--- src/verilog/ps2_pkg.sv ---
// PS/2 keyboard shared definitions
package ps2_pkg;

    // axi4-lite bus shape
    localparam int AXIL_ADDR_W = 4;
    localparam int AXIL_DATA_W = 32;

    // register byte offsets
    localparam logic [AXIL_ADDR_W-1:0] REG_DATA    = 4'h0; // read pops fifo
    localparam logic [AXIL_ADDR_W-1:0] REG_STATUS  = 4'h4; // ready, overflow, level, errors
    localparam logic [AXIL_ADDR_W-1:0] REG_CONTROL = 4'h8; // rx enable, clear strobes

    // register field positions and widths
    localparam int DATA_VALID_BIT   = 8;
    localparam int STAT_READY_BIT   = 0;
    localparam int STAT_OVF_BIT     = 1;
    localparam int STAT_LEVEL_LSB   = 4;
    localparam int STAT_LEVEL_W     = 4;
    localparam int STAT_ERRCNT_LSB  = 8;
    localparam int STAT_ERRCNT_W    = 8;
    localparam int CTRL_RX_EN_BIT   = 0;
    localparam int CTRL_CLR_OVF_BIT = 1;
    localparam int CTRL_CLR_ERR_BIT = 2;

    // axi response codes
    localparam logic [1:0] RESP_OKAY   = 2'b00;
    localparam logic [1:0] RESP_SLVERR = 2'b10;

    typedef logic [7:0] scan_code_t; // one keyboard scan code

    // one 11-bit frame, sent lsb first on the wire
    typedef union packed {
        logic [10:0] raw;             // filled bit by bit by the shifter
        struct packed {
            logic       stop;         // must be 1
            logic       parity;       // odd over data and parity
            scan_code_t data;         // scan code, lsb first
            logic       start;        // must be 0
        } fields;
    } ps2_frame_u;

endpackage

--- src/verilog/kbd_axil_regs.sv ---
// keyboard AXI4-Lite register slave
`timescale 1ns/1ps
module kbd_axil_regs #(
    parameter int FIFO_DEPTH = 8
) (
    input  logic                            kb_clk,
    input  logic                            rst,
    // write address and data
    input  logic [ps2_pkg::AXIL_ADDR_W-1:0] awaddr,
    input  logic                            awvalid,
    output logic                            awready,
    input  logic [ps2_pkg::AXIL_DATA_W-1:0] wdata,
    input  logic [ps2_pkg::AXIL_DATA_W/8-1:0] wstrb,
    input  logic                            wvalid,
    output logic                            wready,
    // write response
    output logic [1:0]                      bresp,
    output logic                            bvalid,
    input  logic                            bready,
    // read address and data
    input  logic [ps2_pkg::AXIL_ADDR_W-1:0] araddr,
    input  logic                            arvalid,
    output logic                            arready,
    output logic [ps2_pkg::AXIL_DATA_W-1:0] rdata,
    output logic [1:0]                      rresp,
    output logic                            rvalid,
    input  logic                            rready,
    // fifo and fsm side
    input  logic                            empty,
    input  logic [$clog2(FIFO_DEPTH):0]     level,
    input  ps2_pkg::scan_code_t             head_code,
    input  logic                            overflow,
    input  logic                            frame_err,
    output logic                            pop,
    output logic                            clear_overflow,
    output logic                            rx_enable
);

    import ps2_pkg::*;

    logic                     wr_fire;      // aw and w taken this cycle
    logic                     rd_fire;      // ar taken this cycle
    logic                     wr_mapped;
    logic                     wr_ctrl;
    logic [STAT_ERRCNT_W-1:0] err_cnt;      // saturating frame error count
    logic [7:0]               level_ext;
    logic [STAT_LEVEL_W-1:0]  level_field;
    logic [AXIL_DATA_W-1:0]   status_word;
    logic [AXIL_DATA_W-1:0]   rd_word;
    logic [1:0]               rd_resp;

    assign wr_fire = awready && awvalid && wvalid;
    assign rd_fire = arready && arvalid;

    assign wr_mapped = (awaddr == REG_DATA) || (awaddr == REG_STATUS)
                    || (awaddr == REG_CONTROL); // data/status writes are ignored
    assign wr_ctrl   = wr_fire && (awaddr == REG_CONTROL) && wstrb[0];

    // side effects of the accepted transfers
    assign pop            = rd_fire && (araddr == REG_DATA) && !empty;
    assign clear_overflow = wr_ctrl && wdata[CTRL_CLR_OVF_BIT];

    // 4-bit level field, a full 16-deep fifo reads as 15
    assign level_ext   = 8'(level);
    assign level_field = (level_ext > 8'd15) ? 4'hF : level_ext[3:0];

    always_comb begin
        status_word = '0;
        status_word[STAT_READY_BIT] = !empty;
        status_word[STAT_OVF_BIT]   = overflow;
        status_word[STAT_LEVEL_LSB +: STAT_LEVEL_W]   = level_field;
        status_word[STAT_ERRCNT_LSB +: STAT_ERRCNT_W] = err_cnt;
    end

    // read mux, unmapped gives zero data and slverr
    always_comb begin
        rd_word = '0;
        rd_resp = RESP_OKAY;
        case (araddr)
            REG_DATA: begin
                rd_word[7:0]           = head_code;
                rd_word[DATA_VALID_BIT] = !empty;
            end
            REG_STATUS:  rd_word = status_word;
            REG_CONTROL: rd_word[CTRL_RX_EN_BIT] = rx_enable; // clear bits read 0
            default:     rd_resp = RESP_SLVERR;
        endcase
    end

    // write path, ready pulses once then response waits for bready
    always_ff @(posedge kb_clk) begin
        if (rst) begin
            awready <= 1'b0;
            wready  <= 1'b0;
            bvalid  <= 1'b0;
            bresp   <= RESP_OKAY;
        end else begin
            awready <= awvalid && wvalid && !bvalid && !awready && !wr_fire;
            wready  <= awvalid && wvalid && !bvalid && !awready && !wr_fire;
            if (wr_fire) begin
                bvalid <= 1'b1;
                bresp  <= wr_mapped ? RESP_OKAY : RESP_SLVERR;
            end else if (bvalid && bready) begin
                bvalid <= 1'b0;
            end
        end
    end

    // read path, one address in flight
    always_ff @(posedge kb_clk) begin
        if (rst) begin
            arready <= 1'b0;
            rvalid  <= 1'b0;
            rresp   <= RESP_OKAY;
        end else begin
            arready <= arvalid && !rvalid && !arready;
            if (rd_fire) begin
                rvalid <= 1'b1;
                rresp  <= rd_resp;
            end else if (rvalid && rready) begin
                rvalid <= 1'b0;
            end
        end
    end

    always_ff @(posedge kb_clk) begin
        if (rd_fire) begin
            rdata <= rd_word;               // head code caught at the pop edge
        end
    end

    // control register and error counter
    always_ff @(posedge kb_clk) begin
        if (rst) begin
            rx_enable <= 1'b1;
            err_cnt   <= '0;
        end else begin
            if (wr_ctrl) begin
                rx_enable <= wdata[CTRL_RX_EN_BIT];
            end
            if (wr_ctrl && wdata[CTRL_CLR_ERR_BIT]) begin
                err_cnt <= '0;
            end else if (frame_err && (err_cnt != '1)) begin
                err_cnt <= err_cnt + 1'b1; // sticks at 255
            end
        end
    end

    a_rvalid_hold: assert property (@(posedge kb_clk) disable iff (rst)
        rvalid && !rready |=> rvalid);

endmodule

--- src/verilog/ps2_edge_timer.sv ---
// PS/2 line sync and bit-gap timer
`timescale 1ns/1ps
module ps2_edge_timer #(
    parameter int GAP_TIMEOUT = 5000        // kb_clk cycles without an edge
) (
    input  logic kb_clk,
    input  logic rst,
    input  logic ps2_clk,                   // async from keyboard
    input  logic ps2_data,                  // async from keyboard
    output logic sample_stb,                // one cycle per ps2_clk fall
    output logic bit_value,                 // data bit aligned to sample_stb
    output logic gap_expired                // one cycle, clock stalled mid frame
);

    localparam int GW = $clog2(GAP_TIMEOUT + 1); // gap counter width

    logic [2:0]    clk_sync;                // two sync stages plus edge stage
    logic [1:0]    data_sync;
    logic          clk_fall;
    logic [GW-1:0] gap_cnt;
    logic          armed;                   // an edge seen since last expiry

    assign clk_fall = clk_sync[2] & ~clk_sync[1]; // high then low

    always_ff @(posedge kb_clk) begin
        if (rst) begin
            clk_sync   <= 3'b111;           // idle bus is high
            data_sync  <= 2'b11;
            sample_stb <= 1'b0;
            bit_value  <= 1'b1;
        end else begin
            clk_sync   <= {clk_sync[1:0], ps2_clk};
            data_sync  <= {data_sync[0], ps2_data};
            sample_stb <= clk_fall;         // registered strobe, 3 cycles after fall
            bit_value  <= data_sync[1];     // same depth as the clock path
        end
    end

    // gap counter restarts on every falling edge and sticks at the limit
    always_ff @(posedge kb_clk) begin
        if (rst) begin
            gap_cnt     <= '0;
            armed       <= 1'b0;
            gap_expired <= 1'b0;
        end else begin
            gap_expired <= 1'b0;
            if (clk_fall) begin
                gap_cnt <= '0;
                armed   <= 1'b1;
            end else if (gap_cnt != GW'(GAP_TIMEOUT)) begin
                gap_cnt <= gap_cnt + 1'b1;
            end else if (armed) begin
                gap_expired <= 1'b1;        // single pulse per stall
                armed       <= 1'b0;
            end
        end
    end

    // strobe comes from a fall, expiry only when no fall, so never both
    a_stb_gap_excl: assert property (@(posedge kb_clk) disable iff (rst)
        !(sample_stb && gap_expired));

endmodule

--- src/verilog/ps2_frame_fsm.sv ---
// PS/2 frame assembler and checker
`timescale 1ns/1ps
module ps2_frame_fsm (
    input  logic                kb_clk,
    input  logic                rst,
    input  logic                sample_stb,  // one per ps2_clk fall
    input  logic                bit_value,
    input  logic                gap_expired, // clock stalled
    input  logic                rx_enable,   // low = track but discard
    output logic                push,        // good frame, one cycle
    output ps2_pkg::scan_code_t push_code,
    output logic                frame_err    // bad or aborted frame, one cycle
);

    import ps2_pkg::*;

    localparam logic [1:0] IDLE  = 2'd0;    // waiting for start bit
    localparam logic [1:0] SHIFT = 2'd1;    // taking data and parity
    localparam logic [1:0] CHECK = 2'd2;    // stop bit due, then verdict

    logic [1:0] state;
    logic [3:0] bit_cnt;                    // index of the next frame bit
    ps2_frame_u frame_q;                    // bits taken so far
    ps2_frame_u frame_w;                    // full word incl. the stop bit on the wire
    logic       frame_ok;

    // stop bit is checked straight off the line so the verdict costs one cycle
    always_comb begin
        frame_w.raw = {bit_value, frame_q.raw[9:0]};
        frame_ok    = !frame_w.fields.start
                   && frame_w.fields.stop
                   && (^{frame_w.fields.data, frame_w.fields.parity}); // odd parity
    end

    // shift register, payload only
    always_ff @(posedge kb_clk) begin
        if (sample_stb) begin
            frame_q.raw[bit_cnt] <= bit_value; // lsb first
        end
    end

    always_ff @(posedge kb_clk) begin
        push_code <= frame_w.fields.data;   // valid with push
    end

    always_ff @(posedge kb_clk) begin
        if (rst) begin
            state     <= IDLE;
            bit_cnt   <= '0;
            push      <= 1'b0;
            frame_err <= 1'b0;
        end else begin
            push      <= 1'b0;
            frame_err <= 1'b0;
            if (gap_expired) begin
                // clock stalled partway, drop what we have
                if (state != IDLE) begin
                    frame_err <= rx_enable;
                end
                state   <= IDLE;
                bit_cnt <= '0;
            end else if (sample_stb) begin
                case (state)
                    IDLE: begin
                        bit_cnt <= 4'd1;    // start bit stored
                        state   <= SHIFT;
                    end
                    SHIFT: begin
                        bit_cnt <= bit_cnt + 1'b1;
                        if (bit_cnt == 4'd9) begin
                            state <= CHECK; // parity stored, stop is next
                        end
                    end
                    CHECK: begin
                        push      <= rx_enable && frame_ok;
                        frame_err <= rx_enable && !frame_ok;
                        bit_cnt   <= '0;
                        state     <= IDLE;
                    end
                    default: begin
                        bit_cnt <= '0;
                        state   <= IDLE;
                    end
                endcase
            end
        end
    end

    a_push_err_excl: assert property (@(posedge kb_clk) disable iff (rst)
        !(push && frame_err));

endmodule

--- src/verilog/ps2_kbd_top.sv ---
// PS/2 keyboard receiver top
`timescale 1ns/1ps
module ps2_kbd_top #(
    parameter int FIFO_DEPTH  = 8,
    parameter int GAP_TIMEOUT = 5000
) (
    input  logic                              kb_clk,
    input  logic                              rst,
    input  logic                              ps2_clk,
    input  logic                              ps2_data,
    input  logic [ps2_pkg::AXIL_ADDR_W-1:0]   awaddr,
    input  logic                              awvalid,
    output logic                              awready,
    input  logic [ps2_pkg::AXIL_DATA_W-1:0]   wdata,
    input  logic [ps2_pkg::AXIL_DATA_W/8-1:0] wstrb,
    input  logic                              wvalid,
    output logic                              wready,
    output logic [1:0]                        bresp,
    output logic                              bvalid,
    input  logic                              bready,
    input  logic [ps2_pkg::AXIL_ADDR_W-1:0]   araddr,
    input  logic                              arvalid,
    output logic                              arready,
    output logic [ps2_pkg::AXIL_DATA_W-1:0]   rdata,
    output logic [1:0]                        rresp,
    output logic                              rvalid,
    input  logic                              rready
);

    import ps2_pkg::*;

    localparam int LVL_W = $clog2(FIFO_DEPTH) + 1;

    logic             sample_stb;           // timer to fsm
    logic             bit_value;
    logic             gap_expired;
    logic             push;                 // fsm to fifo
    scan_code_t       push_code;
    logic             frame_err;            // fsm to regs
    logic             rx_enable;            // regs to fsm
    logic             empty;                // fifo to regs
    logic [LVL_W-1:0] level;
    scan_code_t       head_code;
    logic             overflow;
    logic             pop;                  // regs to fifo
    logic             clear_overflow;

    ps2_edge_timer #(.GAP_TIMEOUT(GAP_TIMEOUT)) edge_timer0 (
        .kb_clk, .rst, .ps2_clk, .ps2_data,
        .sample_stb, .bit_value, .gap_expired
    );

    ps2_frame_fsm frame_fsm0 (
        .kb_clk, .rst, .sample_stb, .bit_value, .gap_expired,
        .rx_enable, .push, .push_code, .frame_err
    );

    scan_fifo #(.FIFO_DEPTH(FIFO_DEPTH)) fifo0 (
        .kb_clk, .rst, .push, .push_code, .pop, .clear_overflow,
        .empty, .level, .head_code, .overflow
    );

    kbd_axil_regs #(.FIFO_DEPTH(FIFO_DEPTH)) regs0 (
        .kb_clk, .rst,
        .awaddr, .awvalid, .awready, .wdata, .wstrb, .wvalid, .wready,
        .bresp, .bvalid, .bready,
        .araddr, .arvalid, .arready, .rdata, .rresp, .rvalid, .rready,
        .empty, .level, .head_code, .overflow, .frame_err,
        .pop, .clear_overflow, .rx_enable
    );

endmodule

--- src/verilog/scan_fifo.sv ---
// scan code FIFO
`timescale 1ns/1ps
module scan_fifo #(
    parameter int FIFO_DEPTH = 8            // power of two, 2 to 16
) (
    input  logic                        kb_clk,
    input  logic                        rst,
    input  logic                        push,
    input  ps2_pkg::scan_code_t         push_code,
    input  logic                        pop,
    input  logic                        clear_overflow,
    output logic                        empty,
    output logic [$clog2(FIFO_DEPTH):0] level,   // 0 .. FIFO_DEPTH
    output ps2_pkg::scan_code_t         head_code, // oldest entry
    output logic                        overflow   // sticky, a code was dropped
);

    import ps2_pkg::*;

    localparam int AW = $clog2(FIFO_DEPTH);

    scan_code_t    mem [FIFO_DEPTH];
    logic [AW-1:0] wr_ptr;                  // wraps naturally, depth is 2**AW
    logic [AW-1:0] rd_ptr;
    logic          full;
    logic          do_push;
    logic          do_pop;

    assign full      = (level == (AW+1)'(FIFO_DEPTH));
    assign empty     = (level == '0);
    assign do_push   = push && !full;       // drop on full
    assign do_pop    = pop && !empty;       // ignore pop on empty
    assign head_code = mem[rd_ptr];

    always_ff @(posedge kb_clk) begin
        if (do_push) begin
            mem[wr_ptr] <= push_code;
        end
    end

    always_ff @(posedge kb_clk) begin
        if (rst) begin
            wr_ptr   <= '0;
            rd_ptr   <= '0;
            level    <= '0;
            overflow <= 1'b0;
        end else begin
            if (do_push) begin
                wr_ptr <= wr_ptr + 1'b1;
            end
            if (do_pop) begin
                rd_ptr <= rd_ptr + 1'b1;
            end
            case ({do_push, do_pop})
                2'b10:   level <= level + 1'b1;
                2'b01:   level <= level - 1'b1;
                default: level <= level;    // both or neither
            endcase
            // a drop in the clearing cycle still leaves the flag set
            if (push && full) begin
                overflow <= 1'b1;
            end else if (clear_overflow) begin
                overflow <= 1'b0;
            end
        end
    end

    a_level_bound: assert property (@(posedge kb_clk) disable iff (rst)
        level <= (AW+1)'(FIFO_DEPTH));

endmodule
--- config.mk ---
export PLATFORM = sky130hd
export DESIGN_NAME = ps2_kbd_top
export DESIGN_NICKNAME = d
export VERILOG_FILES = /design/src/verilog/ps2_pkg.sv /design/src/verilog/kbd_axil_regs.sv /design/src/verilog/ps2_edge_timer.sv /design/src/verilog/ps2_frame_fsm.sv /design/src/verilog/ps2_kbd_top.sv /design/src/verilog/scan_fifo.sv
export SDC_FILE = /design/constraint.sdc
export NUM_CORES = 1
export LEC_CHECK = 0
export BUFFER_PORTS_ARGS = -buffer_cell sky130_fd_sc_hd__buf_2
export CORE_MARGIN = 4
export CORE_UTILIZATION = 45
export CTS_CLUSTER_DIAMETER = 200
export DETAILED_ROUTE_END_ITERATION = 12
export GPL_TIMING_DRIVEN = 0
export PLACE_DENSITY = 0.65
export RECOVER_POWER = 25
export SYNTH_ARGS = -nofsm -noshare
export SYNTH_HDL_FRONTEND = slang
export SYNTH_SLANG_ARGS = --single-unit
--- constraint.sdc ---
create_clock -name kb_clk -period 4.4 [get_ports kb_clk]
set_clock_uncertainty 0.2 [all_clocks]
set_input_delay 0.66 -clock kb_clk [delete_from_list [all_inputs] [get_ports kb_clk]]
set_output_delay 0.66 -clock kb_clk [all_outputs]
set_load 0.03 [all_outputs]
==> results of run 1 <==
==> power breakdown <==
group	leakage [nW]	total, W	internal (W)	switching, W
logic	1.06	0.0000963	0.0000332	0.0000631
clock network	0.267	0.00136	0.000743	0.000615
registers	1.36	0.00156	0.00155	0.00000696
total	2.69	0.00301	0.00232	0.000685
==> cell usage in the layout, fill, tap and decap left out, types with 6 or more instances in the layout <==
cell type / synthesis / layout
inv_1: 15 / 15
nand3_1: 12 / 12
dfxtp_1: 67 / 67
a21oi_1: 12 / 12
edfxtp_1: 90 / 90
nand2_1: 31 / 31
nor3b_1: 6 / 6
clkbuf_1: 7 / 8
clkbuf_16: 0 / 17
ha_1: 12 / 12
nor2_1: 46 / 46
inv_6: 0 / 6
mux2i_1: 16 / 16
and2_1: 10 / 10
mux4_2: 16 / 16
nand2b_1: 8 / 8
xor2_1: 17 / 17
buf_2: 1 / 43
conb_1: 1 / 18
nor3_1: 13 / 12
buf_4: 21 / 21
o21ai_0: 13 / 13
xnor2_1: 13 / 13
==> critical path: cells and delay by family (launching register included) <==
kind | cells | cell delay (ns)
AOI/OAI and AO/OA | 1 | 0.36
buffers and inverters | 1 | 0.39
DFF | 1 | 0.31
and+or+nand+nor | 3 | 1.36
==> sequential cells by signal, summed over array words and instances, names as in the netlist, 2 cells and up, named ones only <==
register,count
fifo0.mem,64
regs0.rdata,16
edge_timer0.gap_cnt,13
frame_fsm0.frame_q,10
frame_fsm0.push_code,8
regs0.err_cnt,8
fifo0.level,4
frame_fsm0.bit_cnt,4
edge_timer0.clk_sync,3
fifo0.rd_ptr,3
fifo0.wr_ptr,3
edge_timer0.data_sync,2
frame_fsm0.state,2
==> through the flow <==
stage | std cells | cell area (um2) | power (W)
final | 744 | 7360 | 0.00301
after global routing | 744 | 7360 | 0.00312
after CTS | 744 | 7350 | 0.00304
after detailed placement | 712 | 6800 | 0.00168
after global placement | 712 | 6800 | 0.00168
after floorplan | 494 | 6370 | 0.00166
==> kinds of logic after synthesis <==
group / after synthesis / share of synthesized area, %
AO/OA/AOI/OAI: 38 / 3.61
adder cells (fa/ha/maj): 12 / 2.38
flip-flops: 157 / 64.1
XOR/XNOR: 31 / 4.52
multiplexers: 32 / 8.25
AND/OR/NAND/NOR: 158 / 12.9
buffers and inverters: 48 / 4.15
other: 1 / 0.0595
==> layout make-up <==
| class | instances | area, um2 |
|---|---|---|
| fill | 1148 | 6150 |
| sequential | 157 | 4040 |
| multi-input combinational | 289 | 2070 |
| clock buffer | 18 | 429 |
| tap | 176 | 220 |
| timing repair buffer | 42 | 210 |
| buffer | 33 | 205 |
| clock inverter | 14 | 125 |
| inverter | 15 | 56.3 |
==> routing by layer <==
| layer | GRT usage, % | part of all wire, % | up-vias |
|---|---|---|---|
| li1 | - | - | 1831 |
| met1 | 19.0 | 44 | 1831 |
| met2 | 26.0 | 50 | 83 |
| met3 | 3.83 | 4.9 | 14 |
| met4 | 4.79 | 0.92 | 0 |
| met5 | 0 | 0 | - |
==> worst max-delay path by stage <==
stage	slack [ns]	cells past startpoint	startpoint	to
floorplan	1.40	10	araddr[1]	fifo0.level[2]
finish	1.39	5	fifo0.level[1]	fifo0.mem[1][2]
global route	1.13	5	fifo0.level[1]	fifo0.mem[1][2]
global placement	1.13	11	araddr[1]	fifo0.level[2]
detailed placement	1.03	11	araddr[1]	fifo0.level[2]
CTS	1.30	5	fifo0.level[1]	fifo0.mem[0][1]
==> results.md, run 1 <==
* Final Setup Violations at 0
* Hold-critical path endpoint: frame_fsm0.push_code[6]
* Post-synth top area cell: edfxtp_1
* Synth Cell Area at ~6300 um2
* GP Congestion at ~0.81
* # hold bufs at CTS at 0
* First-pass GRT wire length at ~19000 um
* Synth-to-Final Area Change at 16.7%
* Antenna cells at 0
* Setup TNS at 0 ns
* Status: finished clean
* Die width at between 100 and 150 um
* TritonCTS Buffers at 17
* RSZ-0062 raised after global routing: no
* CORE AREA at roughly 14000 um2
* H-tree depth at 4
* Data required, critical path at approximately 4.2 ns
* TritonCTS clock tree: built
* Crit path max fanout at 9
* Clock transition at path regs at ~0.070 ns
* DP Worst Slack at 1.03 ns
* Post-route ant nets at 0
* Arr. time, crit path at 2.83 ns
* Cells after synthesis at 477
* Sequential share of the synthesized area at between 60 and 70%
* CP most frequent cell: nor3_1
* Slew Viols, Final at 0
* Peak supply drop at ~0.29 mV
* Top_reg_cell synth: edfxtp_1
* Unique masters post-synth at a little over 50
* Detailed Route WL at 11600 um
* Reg2reg path depth at 5
* Post-synth EDFFs at 90
* Row count at 42
* Worst min path class: flip-flop to flip-flop
* Final hold vios at 0
* LEAKAGE at roughly 2.7 nW
* Worst r2r dst: fifo0.mem[1][2]
* Tmin final at roughly 3 ns
* DIE HEIGHT at between 100 and 150 um
* Slowest stage cell, crit path: nor3_1
* DRC Markers at 0
* Total GRT Usage at approximately 15%
* CTS max path bufs at 2
* Clk Latency, worst-skew pair at 0.41 ns
* Most common cell in the synthesized netlist: edfxtp_1
* Layout cells sized above 1 at a little over a fifth
* Warnings, synthesis at 0
* Top cell type's share of synthesized area at between 40% and 50%
* Crit-path cells: clkbuf_1 > nor3_1 > a21boi_1 > nand2_1 > nor3_1
* Post-layout util at a little over half
* Initial antenna violation count at 0
* Fin Hold WS at between 0.15 and 0.2 ns
* Max stage delay on crit path at approximately 1.0 ns
* DR vias/cell at around 5.1
* WL/cell at between 15 and 20 um
* R2r startpoint: fifo0.level[1]
* R2R setup slack at 1.39 ns
* Startpoint Class: flip-flop
* Port Buf Inserts at 42
* Number of global-route vias before repair at between 3000 and 4000
* FF+latch count, synth at between 150 and 200
* Die Area at about 16000 um2
* Initial Util at a little under half
* DRT iter0 DRCs at 285
* Critical path endpoint category: flip-flop
* Num Clock Sinks at ~160
* PwrDens at about 410 nW/um2
* Layout net count at 620
* Syn_area_per_cell at 13.2 um2
* Synth async-reset ratio at 0%
* Final HPWL DP at 8120 um
* DR vias at approximately 3800
* CP Class: flip-flop to flip-flop
* Post-CTS Resized at 0
* Top post-synthesis cells by area: edfxtp_1 43%, dfxtp_1 21%, mux4_2 5.7%
* Commonest cells in the synthesized netlist: 90 x edfxtp_1, 67 x dfxtp_1, 46 x nor2_1, 31 x nand2_1, 21 x buf_4
* Max_slew headroom at between 10% and 20%
* Tcrit/Tclk final at about two thirds
* # Post-CTS Setup Buffers at 0
* Drt first pass iters at 4
* Max-Cap Viols at 0
* Min-delay src: frame_fsm0.frame_q[7]
* Clk root buf: clkbuf_16
* Largest net degree at the start of global routing at 18
* Fmax at around 0.33 GHz
* Top-Level Pins at 94
* Final WS setup at roughly 1.4 ns
* Grt ovf at 0
* Hold Path Depth at 0
* Worst-Margin Slew at 1.33 ns
(Power assumes the default switching activity.)
==> run 2: changes to the inputs <==
--- a/config.mk
+++ b/config.mk
@@ -5,13 +5,14 @@
 export SDC_FILE = /design/constraint.sdc
 export NUM_CORES = 1
 export LEC_CHECK = 0
+export ABC_AREA = 1
 export BUFFER_PORTS_ARGS = -buffer_cell sky130_fd_sc_hd__buf_2
 export CORE_MARGIN = 4
 export CORE_UTILIZATION = 45
 export CTS_CLUSTER_DIAMETER = 200
 export DETAILED_ROUTE_END_ITERATION = 12
 export GPL_TIMING_DRIVEN = 0
-export PLACE_DENSITY = 0.65
+export PLACE_DENSITY = 0.68
 export RECOVER_POWER = 25
 export SYNTH_ARGS = -nofsm -noshare
 export SYNTH_HDL_FRONTEND = slang
==> constraint.sdc (replaced) <==
create_clock -name kb_clk -period 2.6 [get_ports kb_clk]
set_clock_uncertainty 0.2 [all_clocks]
set_input_delay 0.39 -clock kb_clk [delete_from_list [all_inputs] [get_ports kb_clk]]
set_output_delay 0.39 -clock kb_clk [all_outputs]
set_load 0.03 [all_outputs]
==> results.md, run 2 <==
* P_sw at 0.00105 W (+54%)
* Synth async-reset ratio at 0% (unchanged)
* Fillers at 1223 (+6.5%)
* Fmax at 0.424 GHz (+28%)
* Layout cells sized above 1 at 15.2% (-6.1 points)
* DRT iter0 DRCs at 395 (+39%)
* Max stage delay on crit path at 0.68 ns (-0.36 ns)
* Top flop regs: fifo0.mem: 64 flops, regs0.rdata: 16 flops, edge_timer0.gap_cnt: 13 flops
* Synth-to-Final Area Change at 16.3%
* Top_reg_cell synth: edfxtp_1
* Post-synth EDFFs at 90 (unchanged)
* Port Buf Inserts at 42 (unchanged)
* Most common cell in the synthesized netlist: nor2_1
* Switch share at 21.4% (-1.3 points)
* Peak supply drop at 0.531 mV (+86%)
* Final WS setup at 0.242 ns (-1.15 ns)
* Antenna cells at 0 (unchanged)
* Clk Latency, worst-skew pair at 0.42 ns (about the same)
* Data required, critical path at 2.44 ns (-1.78 ns)
* Top post-synthesis cells by area: edfxtp_1 41%, dfxtp_1 20%, nor2_1 6.3%
* Clock transition at path regs at 0.06 ns (about the same)
* CTS max path bufs at 2 (unchanged)
* Post-synth top area cell: edfxtp_1
* Post-Place Cell Area at 7060 um2 (+3.9%)
* Tmin final at 2.36 ns (-0.654 ns)
* Unique masters post-synth at 40 (-22%)
* Top-Level Pins at 94 (unchanged)
* Number of global-route vias before repair at 4732 (+24%)
* Slew Viols, Final at 0 (unchanged)
* Hold Path Depth at 3 (+3)
* H-tree depth at 4 (unchanged)
* Arr. time, crit path at 2.20 ns (-0.63 ns)
* Worst min path class: primary input to flip-flop
* Syn_area_per_cell at 9.89 um2 (-25%)
* Crit path max fanout at 8 (-1)
* Total power at 0.00493 W (+64%)
* WL/cell at 13.8 um (-12%)
* Num Clock Sinks at 157 (unchanged)
* Sequential share of the synthesized area at 61.6% (-2.5 points)
* Clk root buf: clkbuf_16
* Final Setup Violations at 0 (unchanged)
* Startpoint Class: flip-flop
* Slowest stage cell, crit path: nor2_1
* Tcrit/Tclk final at 90.7% (+22 points)
* Post-route ant nets at 0 (unchanged)
* Layout net count at 813 (+31%)
* CORE AREA at 14100 um2 (+4.4%)
* DR vias at 4732 (+26%)
* Bufs and invs on worst path at 2 (+1)
* DIE HEIGHT at 129 um (+1.9%)
* Reg2reg path depth at 7 (+2)
* Commonest cells in the synthesized netlist: 111 x nor2_1, 90 x edfxtp_1, 88 x nand2_1, 72 x inv_1, 67 x dfxtp_1
* Commonest non-fill, non-tap cell in the layout: nor2_1
* Status: finished clean
* Biggest register: fifo0.mem
* Fin Hold WS at 0.0241 ns (-0.166 ns)
* Setup TNS at 0 ns (unchanged)
* Row count at 43 (+2.4%)
* Final hold vios at 0 (unchanged)
* Power share of the clock group at 42.9% (-2.2 points)
* Cells after synthesis at 664 (+39%)
* Sequential group share of total power at 53.4% (+1.7 points)
* DR vias/cell at 5.03 (-0.47%)
* Stages on worst setup path at 7 (+2)
* Die width at 129 um (+1.9%)
* DRC Markers at 0 (unchanged)
* Drt first pass iters at 5 (+1)
* CP top delay family: simple AND/OR/NAND/NOR gates
* Initial antenna violation count at 0 (unchanged)
* GP Congestion at 0.857 (+5.4%)
* Int Pwr at 0.00387 W (+67%)
* Max-Cap Viols at 0 (unchanged)
* Initial Util at 46.6% (-0.13 points)
* RSZ-0062 raised after global routing: no
* Highest-count cells in the layout ignoring fill and taps: 109 x nor2_1, 90 x edfxtp_1, 88 x nand2_1, 71 x inv_1, 67 x dfxtp_1
* Detailed Route WL at 12900 um (+12%)
* Top cell type's share of synthesized area at 41.2% (-1.7 points)
* CP most frequent cell: nor2_1
* Die Area at 16600 um2 (+3.8%)
* DP Worst Slack at -0.254 ns (-1.29 ns)
* Warnings, synthesis at 0 (unchanged)
* FF+latch count, synth at 157 (unchanged)
* TritonCTS clock tree: built
* Grt ovf at 0 (unchanged)
* Final HPWL DP at 9310 um (+15%)
* Total GRT Usage at 16.6% (+1.4 points)
* Critical path endpoint category: flip-flop
* Synth Cell Area at 6560 um2 (+4.1%)
* Final instance area at 7630 um2 (+3.7%)
* LEAKAGE at 2.94 nW (+9.5%)
* CP Class: flip-flop to flip-flop
* TritonCTS Buffers at 17 (unchanged)
* Max_slew headroom at 40.9% (+30 points)
* Worst-Margin Slew at 0.884 ns (-0.447 ns)
* Largest register FFs at 64 (unchanged)
* PwrDens at 645 nW/um2 (+58%)
* Largest net degree at the start of global routing at 19 (+1)
* Comb power frac at 3.7% (+0.5 points)
* Crit-path cells: nor2_2 > buf_4 > nand3_1 > nand2_1 > nor2_1 > inv_1 > nor2_1
* First-pass GRT wire length at 21700 um (+14%)
## run 2: stage by stage
stage | instances | utilization (%)
after floorplan | 681 | -
after detailed placement | 903 | 50.1
after CTS | 939 | 54.0
after global routing | 941 | 54.1
after global placement | 903 | 50.1
final | 941 | 54.1
## run 2: logic make-up after synthesis
group,after synthesis,synth area share [%]
AND/OR/NAND/NOR,261,17.4
flip-flops,157,61.6
AO/OA/AOI/OAI,114,9.84
buffers and inverters,109,7.43
adder cells (fa/ha/maj),12,2.29
XOR/XNOR,9,1.20
other,1,0.0571
multiplexers,1,0.153
## run 2: final timing paths
path	from	end	slack [ns]
max	fifo0.level[0]	fifo0.mem[1][5]	0.24
min	arvalid	regs0.arready	0.02
max reg2reg	fifo0.level[0]	fifo0.mem[1][5]	0.24
min reg2reg	frame_fsm0.frame_q[1]	frame_fsm0.push_code[0]	0.19
## run 2: per-layer routing
layer  part of all wire [%]  global-route usage (%)
met1                     45                    20.5
met2                     49                    28.0
met3                    4.5                    4.36
met4                    1.9                    6.30
met5                      0                       0
## run 2: final cells by class
class / count / area (um2) / share of cell area (%)
clock inverters: 15 / 82.6 / 1.08
inverters: 74 / 283 / 3.70
clock buffers: 17 / 425 / 5.57
well taps: 180 / 225 / 2.95
plain buffers: 35 / 209 / 2.74
repair buffers: 48 / 263 / 3.44
flip-flops and latches: 157 / 4040 / 53.0
multi-input cells: 415 / 2100 / 27.5
## run 2: power by group through the flow
stage,clock (W),sequential [W],combinational [W]
2_1_floorplan,0,0.00270,0.000111
3_3_place_gp,0,0.00268,0.000171
3_5_place_dp,0,0.00269,0.000174
4_1_cts,0.00215,0.00263,0.000179
5_1_grt,0.00227,0.00263,0.000200
6_report,0.00211,0.00263,0.000180
## run 2: tightest hold or removal path, stage by stage
cell and delay, ns:
buf_2 0.11, nand2_1 0.06, nor3_1 0.04
## run 2: what timing repair did
action,4_1_cts,5_1_grt
pin swaps,0,2
endpoints found under the setup margin,3,3
setup buffers,1,2
gates resized for setup,1,2
endpoints found under the hold margin,3,0
hold buffers,3,0
==> run 3: changes to the inputs <==
--- a/config.mk
+++ b/config.mk
@@ -5,7 +5,6 @@
 export SDC_FILE = /design/constraint.sdc
 export NUM_CORES = 1
 export LEC_CHECK = 0
-export ABC_AREA = 1
 export BUFFER_PORTS_ARGS = -buffer_cell sky130_fd_sc_hd__buf_2
 export CORE_MARGIN = 4
 export CORE_UTILIZATION = 45
==> results.md, run 3 (synthesis gave the netlist of run 1 again) <==
* Status: finished clean
* R2r startpoint: fifo0.level[0]
* RSZ-0062 raised after global routing: no
* Critical path endpoint category: flip-flop
* Row count at 42 (-2.3%)
* GP Congestion at 0.826 (-3.6%)
* Int Pwr at 0.00409 W (+5.6%)
* Comb power frac at 3.2% (-0.5 points)
* Bufs and invs on worst path at 2 (unchanged)
* Tcrit/Tclk final at 96.4% (+5.7 points)
* Post-route ant nets at 0 (unchanged)
* Num Clock Sinks at 157 (unchanged)
* Number of global-route vias before repair at 3846 (-19%)
* Layout net count at 625 (-23%)
* Largest register FFs at 64 (unchanged)
* Top flop regs: fifo0.mem: 64 flops, regs0.rdata: 16 flops, edge_timer0.gap_cnt: 13 flops
* CORE AREA at 13500 um2 (-4.2%)
* Biggest register: fifo0.mem
* CP Class: primary input to flip-flop
* Slew Viols, Final at 0 (unchanged)
* Data required, critical path at 2.74 ns (+0.30 ns)
* DRT iter0 DRCs at 207 (-48%)
* Tmin final at 2.51 ns (+0.148 ns)
* Layout cells sized above 1 at 22.3% (+7.1 points)
* Worst Setup SP: araddr[1]
* Total power at 0.00517 W (+5.0%)
* PwrDens at 693 nW/um2 (+7.4%)
* Worst-Margin Slew at 1.04 ns (+0.154 ns)
* Max_slew headroom at 30.6% (-10 points)
* Die width at 126 um (-1.9%)
* DRC Markers at 0 (unchanged)
* R2R setup slack at 0.15 ns (-0.09 ns)
* Detailed Route WL at 11800 um (-9.0%)
* Drt first pass iters at 5 (unchanged)
* Initial Util at 46.7% (+0.13 points)
* Port Buf Inserts at 42 (unchanged)
* Antenna cells at 0 (unchanged)
* LEAKAGE at 2.73 nW (-7.2%)
* Post-layout util at 55.3% (+1.1 points)
* Crit-path cells: buf_2 > or4_1 > buf_4 > nor3_4 > ha_4 > xor2_1 > ha_1 > a21oi_1 > xor2_1 > or3_1 > a21oi_1
* Slowest stage cell, crit path: or4_1
* P_sw at 0.00108 W (+2.6%)
* Highest-count cells in the layout ignoring fill and taps: 90 x edfxtp_1, 64 x dfxtp_1, 46 x nor2_1, 43 x buf_2, 31 x nand2_1
* DR vias/cell at 5.04 (+0.15%)
* Final HPWL DP at 8260 um (-11%)
* Crit path max fanout at 10 (+2)
* H-tree depth at 4 (unchanged)
* Clock transition at path regs at 0.06 ns (about the same)
* WL/cell at 15.7 um (+14%)
* Max-Cap Viols at 0 (unchanged)
* Clk root buf: clkbuf_16
* Grt ovf at 0 (unchanged)
* Switch share at 20.9% (-0.49 points)
* Synth-to-Final Area Change at 18.3%
* Fmax at 0.399 GHz (-5.9%)
* Largest net degree at the start of global routing at 18 (-1)
* TritonCTS clock tree: built
* CP top delay family: simple AND/OR/NAND/NOR gates
* Clk Latency, worst-skew pair at 0.42 ns (about the same)
* Total GRT Usage at 15.5% (-1.1 points)
* Max stage delay on crit path at 0.51 ns (-0.17 ns)
* Stages on worst setup path at 11 (+4)
* DIE HEIGHT at 126 um (-1.9%)
* Startpoint Class: primary input
* CTS max path bufs at 2 (unchanged)
* CP endpoint: fifo0.level[2]
* Reg2reg path depth at 9 (+2)
* Worst r2r dst: fifo0.level[2]
* First-pass GRT wire length at 19300 um (-11%)
* Power share of the clock group at 45.8% (+2.9 points)
* Final Setup Violations at 0 (unchanged)
* Initial antenna violation count at 0 (unchanged)
* TritonCTS Buffers at 17 (unchanged)
* Arr. time, crit path at 2.65 ns (+0.45 ns)
* Die Area at 16000 um2 (-3.7%)
* Peak supply drop at 0.543 mV (+2.3%)
* DR vias at 3772 (-20%)
* Worst min path class: primary input to flip-flop
* Sequential group share of total power at 50.9% (-2.5 points)
* Top-Level Pins at 94 (unchanged)
* Commonest non-fill, non-tap cell in the layout: edfxtp_1
* Final hold vios at 0 (unchanged)
run 3: cell count changes in the layout (fill, tap and decap cells not counted), moves of 10 or more:
cell | before | now
a21oi_1 | 33 | 12
and2_1 | 0 | 10
inv_1 | 71 | 15
mux2i_1 | 1 | 16
mux4_2 | 0 | 16
nand2_1 | 88 | 31
nand3_1 | 24 | 12
nor2_1 | 109 | 46
o21ai_0 | 54 | 13
xnor2_1 | 2 | 13
xor2_1 | 7 | 17
run 3: through the flow:
step	setup slack [ns]	std cells	instance area [um2]	hold slack (ns)	setup TNS, ns
2_1_floorplan	-0.114	494	6370	0.167	-0.114
6_report	0.0937	749	7460	0.0310	0
4_1_cts	0.0690	749	7440	0.0123	0
3_5_place_dp	-0.473	712	6810	0.174	-3.49
5_1_grt	0.0134	749	7460	0.0252	0
3_3_place_gp	-0.585	712	6800	0.174	-10.29
run 3: power by group through the flow:
stage / sequential, W / clock [W] / combinational [W]
4_1_cts: 0.00263 / 0.00241 / 0.000167
6_report: 0.00263 / 0.00237 / 0.000168
3_5_place_dp: 0.00269 / 0 / 0.000161
2_1_floorplan: 0.00270 / 0 / 0.000104
5_1_grt: 0.00263 / 0.00253 / 0.000183
3_3_place_gp: 0.00269 / 0 / 0.000159
run 3: worst register-to-register path, delay by kind of cell, from the launching register on:
kind                       cells  cell delay (ns)
DFF                            1             0.38
AOI/OAI and AO/OA              2             0.29
and+or+nand+nor                3             0.90
xor gates and xnor gates       2             0.23
adders and majority gates      2             0.38
run 3: area by class of cell:
| type | count | area [um2] |
|---|---|---|
| buffer | 32 | 201 |
| tap | 176 | 220 |
| sequential | 157 | 4050 |
| clock inverter | 15 | 148 |
| timing repair buffer | 48 | 268 |
| clock buffer | 17 | 425 |
| inverter | 15 | 56.3 |
| multi-input combinational | 289 | 2100 |
| fill | 1105 | 6040 |
run 3: layer usage:
layer  up-vias  track usage [%]  routed length (um)  share of wire (%)
li1       1850                -                   -                  -
met1      1809             20.4                5230                 44
met2       105             24.6                5730                 49
met3         8             4.20                 758                6.4
met4         0             6.18                  63               0.53
met5         -                0                   0                  0
run 3: how the worst min path moves through the flow:
stage | startpoint | end | slack (ns) | cells after the start
after floorplan | frame_fsm0.frame_q[5] | frame_fsm0.push_code[4] | 0.17 | 0
after global routing | rready | regs0.rvalid | 0.03 | 3
after global placement | frame_fsm0.frame_q[2] | frame_fsm0.push_code[1] | 0.17 | 0
final | rready | regs0.rvalid | 0.03 | 3
after detailed placement | frame_fsm0.frame_q[2] | frame_fsm0.push_code[1] | 0.17 | 0
after CTS | rready | regs0.rvalid | 0.01 | 3
run 3: what timing repair did:
item	4_1_cts	5_1_grt
endpoints found under the setup margin	57	9
resized for setup	3	3
hold buffers	5	0
setup buffers	1	0
pin swaps	1	0
endpoints found under the hold margin	4	0
